## src/logic/integraB_params.svh

```systemverilog
`ifndef INTEGRAB_PARAMS_SVH
`define INTEGRAB_PARAMS_SVH

// Host bus widths of the 6502 side
`define INTEGRA_ADDR_W 16
`define INTEGRA_DATA_W 8

// Sideways ROM/RAM banks and the width of the bank latch
`define INTEGRA_BANKS 16
`define INTEGRA_BANK_W 4

// Upper 12 address bits of the &FE3x register page
`define INTEGRA_IO_PAGE 12'hFE3

// RAM address lines A14..A18 switched by the board
`define INTEGRA_RAM_HI_W 5

// A15..A14 of the sideways window &8000..&BFFF
`define INTEGRA_SW_WINDOW 2'b10

// Screen memory is &3000..&3FFF plus &4000..&7FFF
`define INTEGRA_SCREEN_LO 4'h3
`define INTEGRA_SCREEN_HI 2'b01

// Top nibbles of the private RAM areas at &8xxx, &9xxx and &Axxx
`define INTEGRA_PRIV_LO 4'h8
`define INTEGRA_PRIV_MID 4'h9
`define INTEGRA_PRIV_HI 4'hA

`endif

```

## src/logic/shadowMapper.sv

```systemverilog
`timescale 1ns/10ps
`include "integraB_params.svh"

module shadowMapper (
	input  logic [`INTEGRA_ADDR_W-1:0] cpuAddress,
	input  logic                       cpuRnW,
	input  logic                       cpuPhi1,
	input  logic                       shEn,
	input  logic                       memSel,
	input  logic                       privEn,
	input  logic                       privS1,
	input  logic                       privS4,
	input  logic                       privS8,
	output logic                       shAct,
	output logic                       privAct,
	output logic                       shadowSel,
	output logic                       toBbcPhi1,
	output logic                       toBbcRnW
);

	// Top address nibble is enough for most of the map
	logic [3:0] addrTop;
	logic       screenMem;

	assign addrTop = cpuAddress[`INTEGRA_ADDR_W-1:`INTEGRA_ADDR_W-4];

	// Screen memory spans &3000..&7FFF
	assign screenMem = (addrTop == `INTEGRA_SCREEN_LO)
		|| (cpuAddress[`INTEGRA_ADDR_W-1:`INTEGRA_ADDR_W-2] == `INTEGRA_SCREEN_HI);

	// memSel hands the screen area back to main memory for the CPU
	assign shAct = screenMem && shEn && !memSel;

	// 1K area &8000..&83FF, 4K area &8000..&8FFF and 8K area &9000..&AFFF
	// These sit at &0000..&2FFF of the 32K block below the screen copy
	assign privAct = privEn && (
		((addrTop == `INTEGRA_PRIV_LO) && (cpuAddress[11:10] == 2'b00) && privS1)
		|| ((addrTop == `INTEGRA_PRIV_LO) && privS4)
		|| (((addrTop == `INTEGRA_PRIV_MID) || (addrTop == `INTEGRA_PRIV_HI)) && privS8));

	// Either kind of access uses the 32K block
	assign shadowSel = shAct || privAct;

	// Holding Phi1 and RnW high hides shadow accesses from main memory
	assign toBbcPhi1 = cpuPhi1 || shAct;
	assign toBbcRnW  = cpuRnW || shAct;

endmodule

```

## config.mk

```make
export PLATFORM = sky130hd
export DESIGN_NAME = shadowMapper
export DESIGN_NICKNAME = d
export VERILOG_FILES = /design/src/logic/shadowMapper.sv
export VERILOG_INCLUDE_DIRS = /design/src /design/src/logic
export SDC_FILE = /design/constraint.sdc
export NUM_CORES = 1
export LEC_CHECK = 0
export BUFFER_PORTS_ARGS = -buffer_cell sky130_fd_sc_hd__buf_2
export CORE_AREA = 2 2 39 41
export DETAILED_ROUTE_END_ITERATION = 8
export DIE_AREA = 0 0 41 43
export SYNTH_ARGS = -nofsm -noshare
export SYNTH_HDL_FRONTEND = slang
export SYNTH_SLANG_ARGS = --single-unit
```

## constraint.sdc

```tcl
create_clock -name vclk -period 1
set_clock_uncertainty 0.15 [all_clocks]
set_input_delay 0.05 -clock vclk [all_inputs]
set_output_delay 0.05 -clock vclk [all_outputs]
set_load 0.05 [all_outputs]
```

==> key figures <==
Min path
  • Hold WC Path Type: input port to primary output

Worst setup path
  • Critical Path RT: 0.80 ns
  • CP Cell Sequence: buf_6 -> or4b_4 -> o41ai_4 -> buf_6
  • Crit-path slowest cell: or4b_4
  • Cell mode on critical path: buf_6
  • Worst EP arrival: 1.04 ns
  • Worst-path fanout max: 4
  • Buffers & Inverters on Critical Path: 2
  • CP delay by family, top: simple AND/OR/NAND/NOR gates
  • Critical Path Max Stage Delay: 0.61 ns
  • Setup CP Type: input port to primary output
  • CP endpoint kind: primary output
  • Worst Setup Start Kind: input port

Die
  • Die Y: 43 um
  • I/O pins: 29
  • Initial core utilization: 0.0597
  • Die ar.: 1760 um^2
  • Core area: 1380 um^2
  • Row cnt: 14
  • Die W: 41 um

STA
  • Min cycle time layout: 1.24 ns
  • Final Hold Fails: 0
  • Final Cycle Share: 1.24
  • Worst slew margin: 0.757
  • Setup TNS: -1.02 ns
  • Worst-Margin Slew: 0.362 ns
  • Max Clk Rate: 809 MHz
  • Final Max Tran Viols: 0
  • RSZ-0062 raised after global routing: yes
  • Fin worst setup slack: -0.236 ns
  • Final setup violation count: 5

Power
  • Net Switching: 0.0000906 W
  • Pint: 0.0000975 W
  • Clock share of power: 0
  • Overall Power: 0.000188 W
  • Sequential Power Share: 0
  • Leakage power: 0.180 nW
  • Pwr/cell area: 463 nW/um^2
  • Max VDD drop: 150 uV
  • Switch share: 0.482
  • Gate power share: 1.000

Flow run
  • Max-Cap Viols: 0

Final layout
  • Sequential cell count: 0
  • Layout cell share with drive strength beyond 1: 0.971
  • Area of the multi-input gates: 161 um^2
  • Antenna fix cells: 0
  • Util after Layout: 0.294
  • Clock buffers: 0
  • Sequential cell area: 0 um^2
  • # nets final: 61
  • P&R area growth vs syn: 392%
  • Fillers: 147

Global route
  • Gr usage total: 0.0569
  • Total gr overflow: 0
  • Antenna violations before repair: 0
  • Largest net degree at the start of global routing: 5
  • Global-route wire length before repair: 752 um
  • Vias in the first global route: 204

Logic synthesis
  • Synthesized area: 82.6 um^2
  • Seq/Total Area, Yosys: 0
  • Cell taking the most area after synthesis: or4b_4
  • Ys Warns: 0
  • Unique masters post-synth: 9
  • Share of the synthesized area in the top cell type: 0.167
  • Net Count, Synth: 36
  • Syn avg cell area: 6.88 um^2
  • Ranking of synthesized cells by area: or4b_4 17%, nand2b_1 15%, nor4_1 15%
  • Cells after synthesis: 12

Route
  • Post-route DRC violation count: 0
  • Wire per inst: 9.33 um
  • DR vias: 186
  • Remaining antenna violation count: 0
  • Avg Vias per Cell: 3.65
  • DR pass1 iterations: 1
  • Routed WL: 476 um
  • Initial drt markers: 0

Placement
  • Post-DP HPWL: 383 um
  • Pre-CTS setup slack: -0.497 ns
  • Final GP Congestion: 0.654
  • IO buf count: 19

Clock network
  • # hold bufs at CTS: 0

Outcome
  • Failing checks: setup timing
  • Run status: finished, violations left
## cell usage after synthesis
cell and number:
o41ai_1 1, inv_1 2, or4b_4 1, nand2_1 1, maj3_2 1, nor4_1 2, nor3b_1 1, nand2b_1 2
a21oi_1 1
## final timing paths
path / from / endpoint / slack [ns] / cells after the start
worst max-delay path: cpuAddress[15] / shadowSel / -0.24 / 4
worst min-delay path: cpuRnW / toBbcRnW / 0.27 / 3
## cell type report
type	instances	area share
repair buffers	23	0.508
multi-input cells	10	0.397
well taps	16	0.0492
inverters	2	0.0462
## through the flow
stage               instances  hold WS (ns)  area (um^2)
finish                     51         0.269          407
global route               51         0.279          407
CTS                        48         0.272          359
detailed placement         48         0.367          269
global placement           48         0.363          269
floorplan                  12        0.0155          146
## routing by layer
layer  global-route usage  up-vias  wire length, um  part of all wire
li1                     -       92                -                 -
met2                0.109       15              225              0.47
met3               0.0157        0               87              0.18
met1               0.0601       79              163              0.34
met4                    0        0                0                 0
met5                    0        -                0                 0
## power groups by stage
| stage | registers (W) | clock network (W) | logic [W] |
|---|---|---|---|
| floorplan | 0 | 0 | 0.0000782 |
| CTS | 0 | 0 | 0.000169 |
| detailed placement | 0 | 0 | 0.000129 |
| finish | 0 | 0 | 0.000188 |
| global route | 0 | 0 | 0.000198 |
| global placement | 0 | 0 | 0.000128 |
## kinds of logic (layout without fill, tap and decap cells)
logic type      after synthesis  count (layout)  synth area share
fa+ha+maj                     1               1             0.136
buf+inv                       2              25            0.0909
simple gates                  7               7             0.606
compound gates                2               2             0.167
## cells in the final DEF (no fill, tap or decap)
| cell | synthesis | final |
|---|---|---|
| or4b_4 | 1 | 1 |
| maj3_2 | 1 | 1 |
| buf_4 | 0 | 4 |
| o41ai_4 | 0 | 1 |
| inv_8 | 0 | 1 |
| nor3b_4 | 0 | 1 |
| nand2b_4 | 0 | 2 |
| nand2_1 | 1 | 1 |
| buf_8 | 0 | 5 |
| buf_6 | 0 | 5 |
| a21oi_4 | 0 | 1 |
| nor4_4 | 0 | 2 |
| clkinvlp_4 | 0 | 1 |
| buf_2 | 0 | 9 |
## timing repair
item | 4_1_cts | 5_1_grt
setup buffers | 0 | 3
endpoints found under the setup margin | 5 | 5
gates resized for setup | 24 | 4
pin swaps | 4 | 2
endpoints found under the hold margin | 0 | 0
Note: power is estimated with default switching activity, not from simulation.
