File: config.mk
export PLATFORM = sky130hd
export DESIGN_NAME = ioAddressDecoder
export DESIGN_NICKNAME = d
export VERILOG_FILES = /design/src/logic/integraPkg.sv /design/src/logic/ioAddressDecoder.sv
export VERILOG_INCLUDE_DIRS = /design/src /design/src/logic
export SDC_FILE = /design/constraint.sdc
export NUM_CORES = 1
export LEC_CHECK = 0
export BUFFER_PORTS_ARGS = -buffer_cell sky130_fd_sc_hd__buf_4
export CAP_MARGIN = 20
export CORE_AREA = 2 2 39 41
export DETAILED_ROUTE_END_ITERATION = 12
export DIE_AREA = 0 0 41 43
export GPL_ROUTABILITY_DRIVEN = 0
export PLACE_DENSITY_LB_ADDON = 0.1
export SYNTH_ARGS = -nofsm -noshare
export SYNTH_HDL_FRONTEND = slang
export SYNTH_SLANG_ARGS = --single-unit
File: constraint.sdc
create_clock -name vclk -period 1.59
set_input_delay 0.318 -clock vclk [all_inputs]
set_output_delay 0.318 -clock vclk [all_outputs]
set_load 0.05 [all_outputs]
File: src/logic/integraB_params.svh
`ifndef INTEGRAB_PARAMS_SVH
`define INTEGRAB_PARAMS_SVH

// Host bus widths of the 6502 side
`define INTEGRA_ADDR_W 16
`define INTEGRA_DATA_W 8

// Sideways ROM/RAM banks and the width of the bank latch
`define INTEGRA_BANKS 16
`define INTEGRA_BANK_W 4

// Upper 12 address bits of the &FE3x register page
`define INTEGRA_IO_PAGE 12'hFE3

// RAM address lines A14..A18 switched by the board
`define INTEGRA_RAM_HI_W 5

// A15..A14 of the sideways window &8000..&BFFF
`define INTEGRA_SW_WINDOW 2'b10

// Screen memory is &3000..&3FFF plus &4000..&7FFF
`define INTEGRA_SCREEN_LO 4'h3
`define INTEGRA_SCREEN_HI 2'b01

// Top nibbles of the private RAM areas at &8xxx, &9xxx and &Axxx
`define INTEGRA_PRIV_LO 4'h8
`define INTEGRA_PRIV_MID 4'h9
`define INTEGRA_PRIV_HI 4'hA

`endif

File: src/logic/integraPkg.sv
package integraPkg;

	// Decoded register access within the &FE3x page
	// Address bits A0 and A1 are ignored so several addresses share one register
	// &FE39 has no register behind it and decodes to regNone
	typedef enum logic [2:0] {
		regNone,
		// &FE30..&FE33 holds the bank latch, private enable and memSel
		regRomLatch,
		// &FE34..&FE37 holds the private RAM sizes and the shadow enable
		regPrivCtl,
		// &FE38 latches an RTC address
		regRtcAddr,
		// Write enables of banks 0..7
		regWpLow,
		// Write enables of banks 8..15
		regWpHigh,
		// &FE3C..&FE3F is the RTC data window
		regRtcData
	} regSelT;

	// What the current host access lands on
	typedef enum logic [2:0] {
		tgtNone,
		// Motherboard ROM in banks 0..3
		tgtBeebRom,
		// One of the on-board ROM sockets in banks 8..15
		tgtIntegraRom,
		// A 16K sideways RAM bank on the board
		tgtSwRam,
		// The 32K block shared by screen shadow and private RAM
		tgtShadow
	} memTargetT;

endpackage

File: src/logic/ioAddressDecoder.sv
`timescale 1ns/10ps
`include "integraB_params.svh"

module ioAddressDecoder
	import integraPkg::*;
(
	input  logic [`INTEGRA_ADDR_W-1:0] cpuAddress,
	input  logic                       cpuRnW,
	input  logic                       cpuPhi2,
	output regSelT                     regSel,
	output logic                       ioPage,
	output logic                       rtcAs,
	output logic                       rtcDs
);

	// High for any address in &FE30..&FE3F whatever the bus phase
	assign ioPage = (cpuAddress[`INTEGRA_ADDR_W-1:4] == `INTEGRA_IO_PAGE);

	// Low nibble picks the register
	// Groups of four are matched on A3..A2 alone
	always_comb begin
		regSel = regNone;
		if (ioPage) begin
			case (cpuAddress[3:2])
				2'b00: regSel = regRomLatch;
				2'b01: regSel = regPrivCtl;
				2'b11: regSel = regRtcData;
				default: begin
					// Single registers in &FE38..&FE3B need the full nibble
					case (cpuAddress[1:0])
						2'b00: regSel = regRtcAddr;
						2'b10: regSel = regWpLow;
						2'b11: regSel = regWpHigh;
						default: regSel = regNone;
					endcase
				end
			endcase
		end
	end

	// The RTC latches its address on a write strobe to &FE38
	assign rtcAs = (regSel == regRtcAddr) && cpuPhi2 && !cpuRnW;

	// Data strobe covers reads and writes to &FE3C..&FE3F
	assign rtcDs = (regSel == regRtcData) && cpuPhi2;

endmodule

==> results.txt <==
The global route total overflow came out at 0. Data arrives at the worst endpoint at 1.47 ns. Setup violations remaining at the end of the flow were counted as 6. The worst hold path belongs to the class in -> out. The sequential element share of the synthesized area is 0%. By area the synthesized netlist is led by ha_1 26%, nor4b_2 7.7%, nor4_2 6.5%. The largest net degree at the start of global routing is 6.

The number of hold violations in the final report is 0. The period utilization came out at 112.7%. The post-detailed-route count of antenna-violating nets came out at 0. The final routed DRC violation total is 0. For this run, the share of the core covered by cells in the final layout is approximately 44%. The number of buffers inserted by port buffering came out at 24.

The I/O pin total is 24. The number of global-route vias before repair came out at 296. The run finished, with violations left. The number of max-capacitance violations reported came out at 0. The overall routing resource usage is around 9%. The cell count after synthesis came out at 24. The required time at the endpoint of the critical path came out at 1.27 ns. The startpoint of the worst hold path is cpuAddress[7]. The area of the mapped netlist came out at 193.9 um2. The routed layout has roughly 290 vias. The actual slew at the worst max-slew pin came out at 0.2762 ns. The floorplan step set the die width to 41 um. The floorplan row count came out at 14.

In this run, the number of DRC markers left after iteration 0 of detailed routing was 0. The worst-case headroom to the max-slew limit is 81.51%. In the finished layout, the clock tree contains a buffer count of 0. The area of the placeable core came out at 1384 um2. At the end of the flow, the number of nets in the layout was 76. The sequential cell count came out at 0.

The checks that failed: setup timing. Setup repair after global routing could not meet its margin everywhere. The final max-slew violation count came out at 0.

The wire length per cell after detailed routing is between 10 and 15 um. The start-to-end type of the worst setup path is in -> out. The layout cell share with drive strength beyond 1 came out at around nine tenths.

The top cell type's share of synthesized area came out at 25.81%. In this run the worst path has a maximum fanout of 5. The total half-perimeter wirelength after legalization and detailed placement came out at 581.7 um. Ranked by instance count, the synthesized netlist is headed by 4 x ha_1, 3 x nor2_1, 2 x inv_1.

For hold timing, the worst endpoint is ioPage. For this run, the top clock speed supported by timing is 0.5581 GHz. The category of the worst setup path launch point is an input port. Power spread over the standard cell area amounts to 165.4 nW/um2.

The layout has roughly 130 filler cells. The global-route wire length before repair came out at 1179 um. The area growth from synthesis to layout is 211.6%. The finished layout holds 68 standard cells, fillers aside. The number of warnings issued by yosys is 0. The die span in y is 43 um. The post-synthesis net count came out at 46.

Including well taps, the total number of placed cells is 67. Among all cell types in the netlist, the one instantiated most often is ha_1. The hold-critical path depth is 4. The worst setup path is captured at an output pin.

The maximum vdd drop is roughly 0.066 mV. The post-synthesis area per instance is 8.081 um2. The first-pass iteration count of the detailed router is 1. The initial core utilization came out at 14.01%.

The static leakage came out at 0.2503 nW. The smallest setup slack after layout came out at -0.2017 ns. The hold buffer count at CTS came out at 0. The largest total area in the synthesized netlist belongs to ha_1. The netlist uses 18 different library cells. After detailed routing, the total wire length is 691 um. The repair_antennas step left the layout with diodes totalling 0. The number of antenna violations at the first check in global routing came out at 0. The overall die area is about 1800 um2. The vias per cell came out at 4.191. The footprint of the flip-flops and latches came out at 0 um2. For the final routed database, the setup TNS stands at -0.9903 ns.

The final critical delay including setup and external delays is 1.792 ns.
==> timing repair <==
| action | CTS | global route |
|---|---|---|
| pin swaps | 6 | 1 |
| buffers inserted | 1 | 0 |
| endpoints found under the setup margin | 6 | 6 |
| resized for setup | 29 | 7 |
==> cells by family after synthesis <==
kind of cell	count (synthesis)	share of synthesized area [%]
AND/OR/NAND/NOR	13	52.26
adder cells (fa/ha/maj)	4	25.81
AO/OA/AOI/OAI	4	15.48
buffers and inverters	3	6.451
==> cell type report <==
cell class         count  area, um2  share of cell area [%]
inverters              2      12.51                   2.070
multi-input cells     21      290.3                   48.03
well taps             16      20.02                   3.313
repair buffers        29      281.5                   46.58
==> metal layers <==
| layer | wire length [um] | GRT usage (%) | part of all wire, % | vias to the layer above |
|---|---|---|---|---|
| li1 | - | - | - | 149 |
| met1 | 274 | 11.71 | 40 | 119 |
| met2 | 348 | 15.94 | 50 | 17 |
| met3 | 69 | 0.5236 | 10 | 0 |
| met4 | 0 | 0 | 0 | 0 |
| met5 | 0 | 0 | 0 | - |
==> critical path, stage by stage <==
cell    delay, ns
buf_6        0.09
or4_4        0.58
nor4_4       0.29
buf_6        0.19
==> how the worst max path moves through the flow <==
stage / start / to / slack (ns) / cells past startpoint
3_3_place_gp: cpuAddress[6] / rtcDs / -0.36 / 4
3_5_place_dp: cpuAddress[7] / rtcDs / -0.39 / 5
6_report: cpuAddress[6] / rtcDs / -0.20 / 4
5_1_grt: cpuAddress[6] / rtcDs / -0.24 / 4
4_1_cts: cpuAddress[6] / rtcDs / -0.21 / 4
2_1_floorplan: cpuAddress[14] / rtcDs / -0.39 / 4
==> cells in the final DEF, fill, tap and decap left out <==
master    instances
a211oi_4          1
a21oi_1           1
and2b_4           1
and4b_1           1
and4b_2           1
buf_4            14
buf_6            13
buf_8             2
ha_4              4
inv_4             2
nand2_2           1
nand4_1           1
nand4b_1          1
nor2_2            2
nor2_4            1
nor4_4            1
nor4b_4           1
o211ai_1          1
o21ba_4           1
or2_4             1
or4_4             1
==> report_power, final <==
group	internal (W)	total, W	switching (W)
sequential	0	0	0
combinational	0.0000626	0.0000999	0.0000374
clock	0	0	0
total	0.0000626	0.0000999	0.0000374
==> per-stage QoR <==
| stage | setup WS, ns | power, W | area, um2 | hold WS [ns] |
|---|---|---|---|---|
| 2_1_floorplan | -0.3927 | 0.00002010 | 224.0 | 0.7993 |
| 3_3_place_gp | -0.3557 | 0.00006583 | 442.9 | 1.104 |
| 3_5_place_dp | -0.3887 | 0.00006719 | 442.9 | 1.102 |
| 4_1_cts | -0.2107 | 0.00008872 | 568.0 | 1.058 |
| 5_1_grt | -0.2390 | 0.0001075 | 604.3 | 1.071 |
| 6_report | -0.2017 | 0.00009995 | 604.3 | 1.049 |
(Power assumes the default switching activity.)
