### config.mk
export PLATFORM = sky130hd
export DESIGN_NAME = pagingRegisters
export DESIGN_NICKNAME = d
export VERILOG_FILES = /design/src/logic/integraPkg.sv /design/src/logic/pagingRegisters.sv
export VERILOG_INCLUDE_DIRS = /design/src /design/src/logic
export SDC_FILE = /design/constraint.sdc
export NUM_CORES = 1
export LEC_CHECK = 0
export ABC_AREA = 1
export BUFFER_PORTS_ARGS = -buffer_cell sky130_fd_sc_hd__buf_2
export CAP_MARGIN = 20
export CORE_ASPECT_RATIO = 1.2
export CORE_UTILIZATION = 47
export DETAILED_ROUTE_END_ITERATION = 8
export PLACE_DENSITY = 0.77
export SKIP_LAST_GASP = 1
export SLEW_MARGIN = 20
export SYNTH_ARGS = -nofsm -noshare
export SYNTH_HDL_FRONTEND = slang
export SYNTH_SLANG_ARGS = --single-unit
### constraint.sdc
create_clock -name ccA14_clk -period 1.2 [get_ports ccA14_clk]
set_input_delay 0.12 -clock ccA14_clk [delete_from_list [all_inputs] [get_ports ccA14_clk]]
set_output_delay 0.12 -clock ccA14_clk [all_outputs]
set_load 0.1 [all_outputs]
### src/logic/integraB_params.svh
`ifndef INTEGRAB_PARAMS_SVH
`define INTEGRAB_PARAMS_SVH

// Host bus widths of the 6502 side
`define INTEGRA_ADDR_W 16
`define INTEGRA_DATA_W 8

// Sideways ROM/RAM banks and the width of the bank latch
`define INTEGRA_BANKS 16
`define INTEGRA_BANK_W 4

// Upper 12 address bits of the &FE3x register page
`define INTEGRA_IO_PAGE 12'hFE3

// RAM address lines A14..A18 switched by the board
`define INTEGRA_RAM_HI_W 5

// A15..A14 of the sideways window &8000..&BFFF
`define INTEGRA_SW_WINDOW 2'b10

// Screen memory is &3000..&3FFF plus &4000..&7FFF
`define INTEGRA_SCREEN_LO 4'h3
`define INTEGRA_SCREEN_HI 2'b01

// Top nibbles of the private RAM areas at &8xxx, &9xxx and &Axxx
`define INTEGRA_PRIV_LO 4'h8
`define INTEGRA_PRIV_MID 4'h9
`define INTEGRA_PRIV_HI 4'hA

`endif

### src/logic/integraPkg.sv
package integraPkg;

	// Decoded register access within the &FE3x page
	// Address bits A0 and A1 are ignored so several addresses share one register
	// &FE39 has no register behind it and decodes to regNone
	typedef enum logic [2:0] {
		regNone,
		// &FE30..&FE33 holds the bank latch, private enable and memSel
		regRomLatch,
		// &FE34..&FE37 holds the private RAM sizes and the shadow enable
		regPrivCtl,
		// &FE38 latches an RTC address
		regRtcAddr,
		// Write enables of banks 0..7
		regWpLow,
		// Write enables of banks 8..15
		regWpHigh,
		// &FE3C..&FE3F is the RTC data window
		regRtcData
	} regSelT;

	// What the current host access lands on
	typedef enum logic [2:0] {
		tgtNone,
		// Motherboard ROM in banks 0..3
		tgtBeebRom,
		// One of the on-board ROM sockets in banks 8..15
		tgtIntegraRom,
		// A 16K sideways RAM bank on the board
		tgtSwRam,
		// The 32K block shared by screen shadow and private RAM
		tgtShadow
	} memTargetT;

endpackage

### src/logic/pagingRegisters.sv
`timescale 1ns/10ps
`include "integraB_params.svh"

module pagingRegisters
	import integraPkg::*;
(
	input  logic                       ccA14_clk,
	input  logic                       bbc_nRST,
	input  logic                       cpuRnW,
	input  logic                       cpuPhi2,
	input  logic [`INTEGRA_DATA_W-1:0] cpuData,
	input  regSelT                     regSel,
	output logic [`INTEGRA_BANK_W-1:0] romLatch,
	output logic                       privEn,
	output logic                       memSel,
	output logic                       privS8,
	output logic                       privS4,
	output logic                       privS1,
	output logic                       shEn,
	output logic [`INTEGRA_BANKS-1:0]  wpEnable
);

	// Upper half of the write enables sits behind the second register
	localparam int WpHalf = `INTEGRA_BANKS / 2;

	// A host write is valid while Phi2 is high and RnW is low
	logic hostWrite;

	assign hostWrite = cpuPhi2 && !cpuRnW;

	// Every flag comes up clear so only bank 0 is paged in
	// All RAM banks start write protected
	always_ff @(posedge ccA14_clk) begin
		if (!bbc_nRST) begin
			romLatch <= '0;
			privEn   <= 1'b0;
			memSel   <= 1'b0;
			privS8   <= 1'b0;
			privS4   <= 1'b0;
			privS1   <= 1'b0;
			shEn     <= 1'b0;
			wpEnable <= '0;
		end else if (hostWrite) begin
			case (regSel)
				regRomLatch: begin
					// Bank number in D0..D3
					romLatch <= cpuData[`INTEGRA_BANK_W-1:0];
					// D6 turns private RAM on
					privEn   <= cpuData[6];
					// D7 lets the CPU see main memory under the shadow screen
					memSel   <= cpuData[7];
				end
				regPrivCtl: begin
					// Private area sizes of 8K, 4K and 1K in D4..D6
					privS8 <= cpuData[4];
					privS4 <= cpuData[5];
					privS1 <= cpuData[6];
					// D7 moves the screen into shadow RAM
					shEn   <= cpuData[7];
				end
				// A set bit allows writes to that RAM bank
				regWpLow: wpEnable[WpHalf-1:0] <= cpuData;
				regWpHigh: wpEnable[`INTEGRA_BANKS-1:WpHalf] <= cpuData;
				// RTC accesses and unused addresses leave the registers alone
				default: begin
				end
			endcase
		end
	end

endmodule

==> summary.md <==
| Metric | Value |
|---|---|
| Outcome | completed |
| Worst skew pair latency | 0.30 ns |
| Antenna Cells | 0 |
| Initial DRC Count | 22 |
| First-pass GRT wire length | 3.37 mm |
| Final setup vio count | 0 |
| Share of layout cells above drive strength 1 | 36.0% |
| Compound-Gate Fraction of Synth Area | 0% |
| Clk root buf | clkbuf_4 |
| Share of power burned in registers | 58.1% |
| Post-synthesis mux area share | 0% |
| Setup Total Neg Slack | 0 ns |
| Most frequent cells after synthesis | 57 x nor2_1, 45 x nand2_1, 26 x dfxtp_1 |
| Pint | 1.07 mW |
| CP peak stage delay | 0.36 ns |
| Main combinational cell family by area after synthesis | simple AND/OR/NAND/NOR gates |
| Synth Area in XOR/XNOR | 0% |
| Endpoint class of the critical path | primary output |
| Filler cell count | 213 |
| Power density cells | 1100 nW/um2 |
| Total grt overflow | 0 |
| Die area | 2490 um2 |
| Die extent in x | 45.8 um |
| Final Hold Viols | 0 |
| IO Port Bufs | 40 |
| Yosys top cell by area | dfxtp_1 |
| Combinational Power Share | 19.5% |
| CTS Hold Bufs | 0 |
| Synth top area cells | dfxtp_1 48%, nor2_1 20%, nand2_1 16% |
| Synth Register Bits | 26 |
| Post-Synth Simple-Gate Area | 44.0% |
| Max FO, Critical Path | 2 |
| Wire per inst | 9.37 um |
| DRT antenna net count | 0 |
| GP Congestion | 0.755 |
| Vias in the first global route | 844 |
| Pleak | 0.683 nW |
| CP Class | reg2out |
| Synth warnings | 0 |
| Min cycle time layout | 1.11 ns |
| Setup slack after layout | 0.0947 ns |
| CP Cell Sequence | clkbuf_4 |
| Worst slack, placed | 0.131 ns |
| Post-Syn Area per Cell | 6.67 um2 |
| IO Pins | 41 |
| EDFF count, synth | 0 |
| Switch Pwr | 468 uW |
| Crit-path leading delay family | flip-flops |
| Most common cell in the netlist | nor2_1 |
| Power share of the clock group | 22.4% |
| Maximum clock rate | 905 MHz |
| Area of the mapped netlist | 1080 um2 |
| Adder-Cell Fraction of Synth Area | 0% |
| Syn Nets | 177 |
| Switch share | 30.4% |
| HPWL Detailed | 1.69 mm |
| Largest net degree at the start of global routing | 27 |
| DRT Pass-1 Iters | 4 |
| Netlist cell types | 11 |
| TritonCTS clock tree | yes |
| Crit path buf inv count | 1 |
| CTS Buffer Depth | 2 |
| Std-Cell Rows | 18 |
| Worst Skew | 0 ns |
| Clock transition at path regs | 0.13 ns |
| H-tree levels | 1 |
| Crit share post-route | 92.1% |
| Hold Path Class | in2reg |
| Vert. Die Dim | 54.5 um |
| Initial antenna violation count | 0 |
| Total of max-cap violations | 0 |
| Worst slew pin tran | 0.413 ns |
| CP required | 1.08 ns |
| Slew Viols, Final | 0 |
| Post-Route WL | 2.16 mm |
| RSZ-0062 raised after global routing | no |
| Rel. slew slack | 72.5% |
| CP Launch Type | register |
| Drt drc | 0 |
| Layout Nets | 217 |
| Post-synth ARST share | 0% |
| Yosys top cell area share | 48.2% |
| Worst EP arrival | 0.99 ns |
| Slowest CP cell | dfxtp_2 |
| Clk sinks | 26 |
| Core box area | 2120 um2 |
| Via/cell ratio | 4.52 |
| Register area share after synthesis | 48.2% |
| Via Count | 1,039 |
| Area growth, synth to finish | 29.9% |
| Gate Count Post-Synth | 162 |
| Total CTS buffers | 3 |
| Ys flop type | dfxtp_1 |
| Total GRT Usage | 18.3% |
| Max VDD drop | 0.815 mV |
| Initial core utilization | 51.0% |
-- worst min-delay path: cells and delay by family --
kind	cells	cell delay [ns]
AND/OR/NAND/NOR	3	0.18
buffers and inverters	2	0.13
-- layout by cell type (no fill, tap or decap) --
master	count
buf_2	14
buf_4	1
clkbuf_4	28
dfxtp_2	26
inv_1	12
inv_2	1
nand2_1	45
nand3_1	14
nor2_1	57
nor2_4	2
-- registers in the layout (all words and copies together), names as in the netlist --
name	cells
privS1	1
privEn	1
shEn	1
wpEnable	16
privS4	1
privS8	1
memSel	1
romLatch	4
-- worst paths after layout --
kind | startpoint | to | slack (ns) | cells after the start
setup / recovery | romLatch[3] | romLatch[3] | 0.09 | 1
hold / removal | cpuData[0] | wpEnable[8] | 0.15 | 5
setup reg to reg | wpEnable[7] | wpEnable[7] | 0.61 | 2
hold reg to reg | privS8 | privS8 | 0.48 | 2
-- stage by stage --
| stage | power (mW) | utilization (%) | cells | instance area (um2) | hold slack, ns |
|---|---|---|---|---|---|
| detailed placement | 1.20 | 62.1 | 227 | 1320 | 0.458 |
| global placement | 1.20 | 62.1 | 227 | 1320 | 0.451 |
| floorplan | 1.15 | - | 162 | 1110 | 0.345 |
| finish | 1.54 | 66.3 | 230 | 1400 | 0.148 |
| CTS | 1.54 | 63.3 | 230 | 1340 | 0.144 |
| global route | 1.61 | 66.3 | 230 | 1400 | 0.160 |
-- logic make-up after synthesis --
group | count (synthesis)
and+or+nand+nor | 118
DFF | 26
buffers and inverters | 18
-- per-layer routing --
layer | vias to the layer above | track usage (%) | share of wire [%]
met4 | 0 | 8.33 | 1.6
met1 | 448 | 22.6 | 46
met5 | - | 0 | 0
li1 | 559 | - | -
met3 | 4 | 2.97 | 3.9
met2 | 28 | 31.0 | 48
-- layout make-up --
| cell class | instances | area, um2 | area share [%] |
|---|---|---|---|
| Multi-Input combinational cell | 118 | 475 | 33.9 |
| Tap cell | 30 | 37.5 | 2.68 |
| Sequential cell | 26 | 553 | 39.4 |
| Clock buffer | 3 | 22.5 | 1.61 |
| Inverter | 13 | 48.8 | 3.48 |
| Timing Repair Buffer | 40 | 265 | 18.9 |
-- power by group through the flow --
stage | clock [mW] | combinational, mW | sequential, mW
CTS | 0.356 | 0.292 | 0.893
detailed placement | 0 | 0.291 | 0.913
floorplan | 0 | 0.0950 | 1.05
global route | 0.390 | 0.321 | 0.896
global placement | 0 | 0.287 | 0.912
finish | 0.345 | 0.300 | 0.893
-- repair_timing --
| item | in CTS | in global routing |
|---|---|---|
| resized for setup | 1 | 25 |
| setup endpoints to repair | 1 | 25 |
| pin swaps | 0 | 0 |
| buffers inserted | 0 | 0 |
Power figures use the tool's default switching activity.
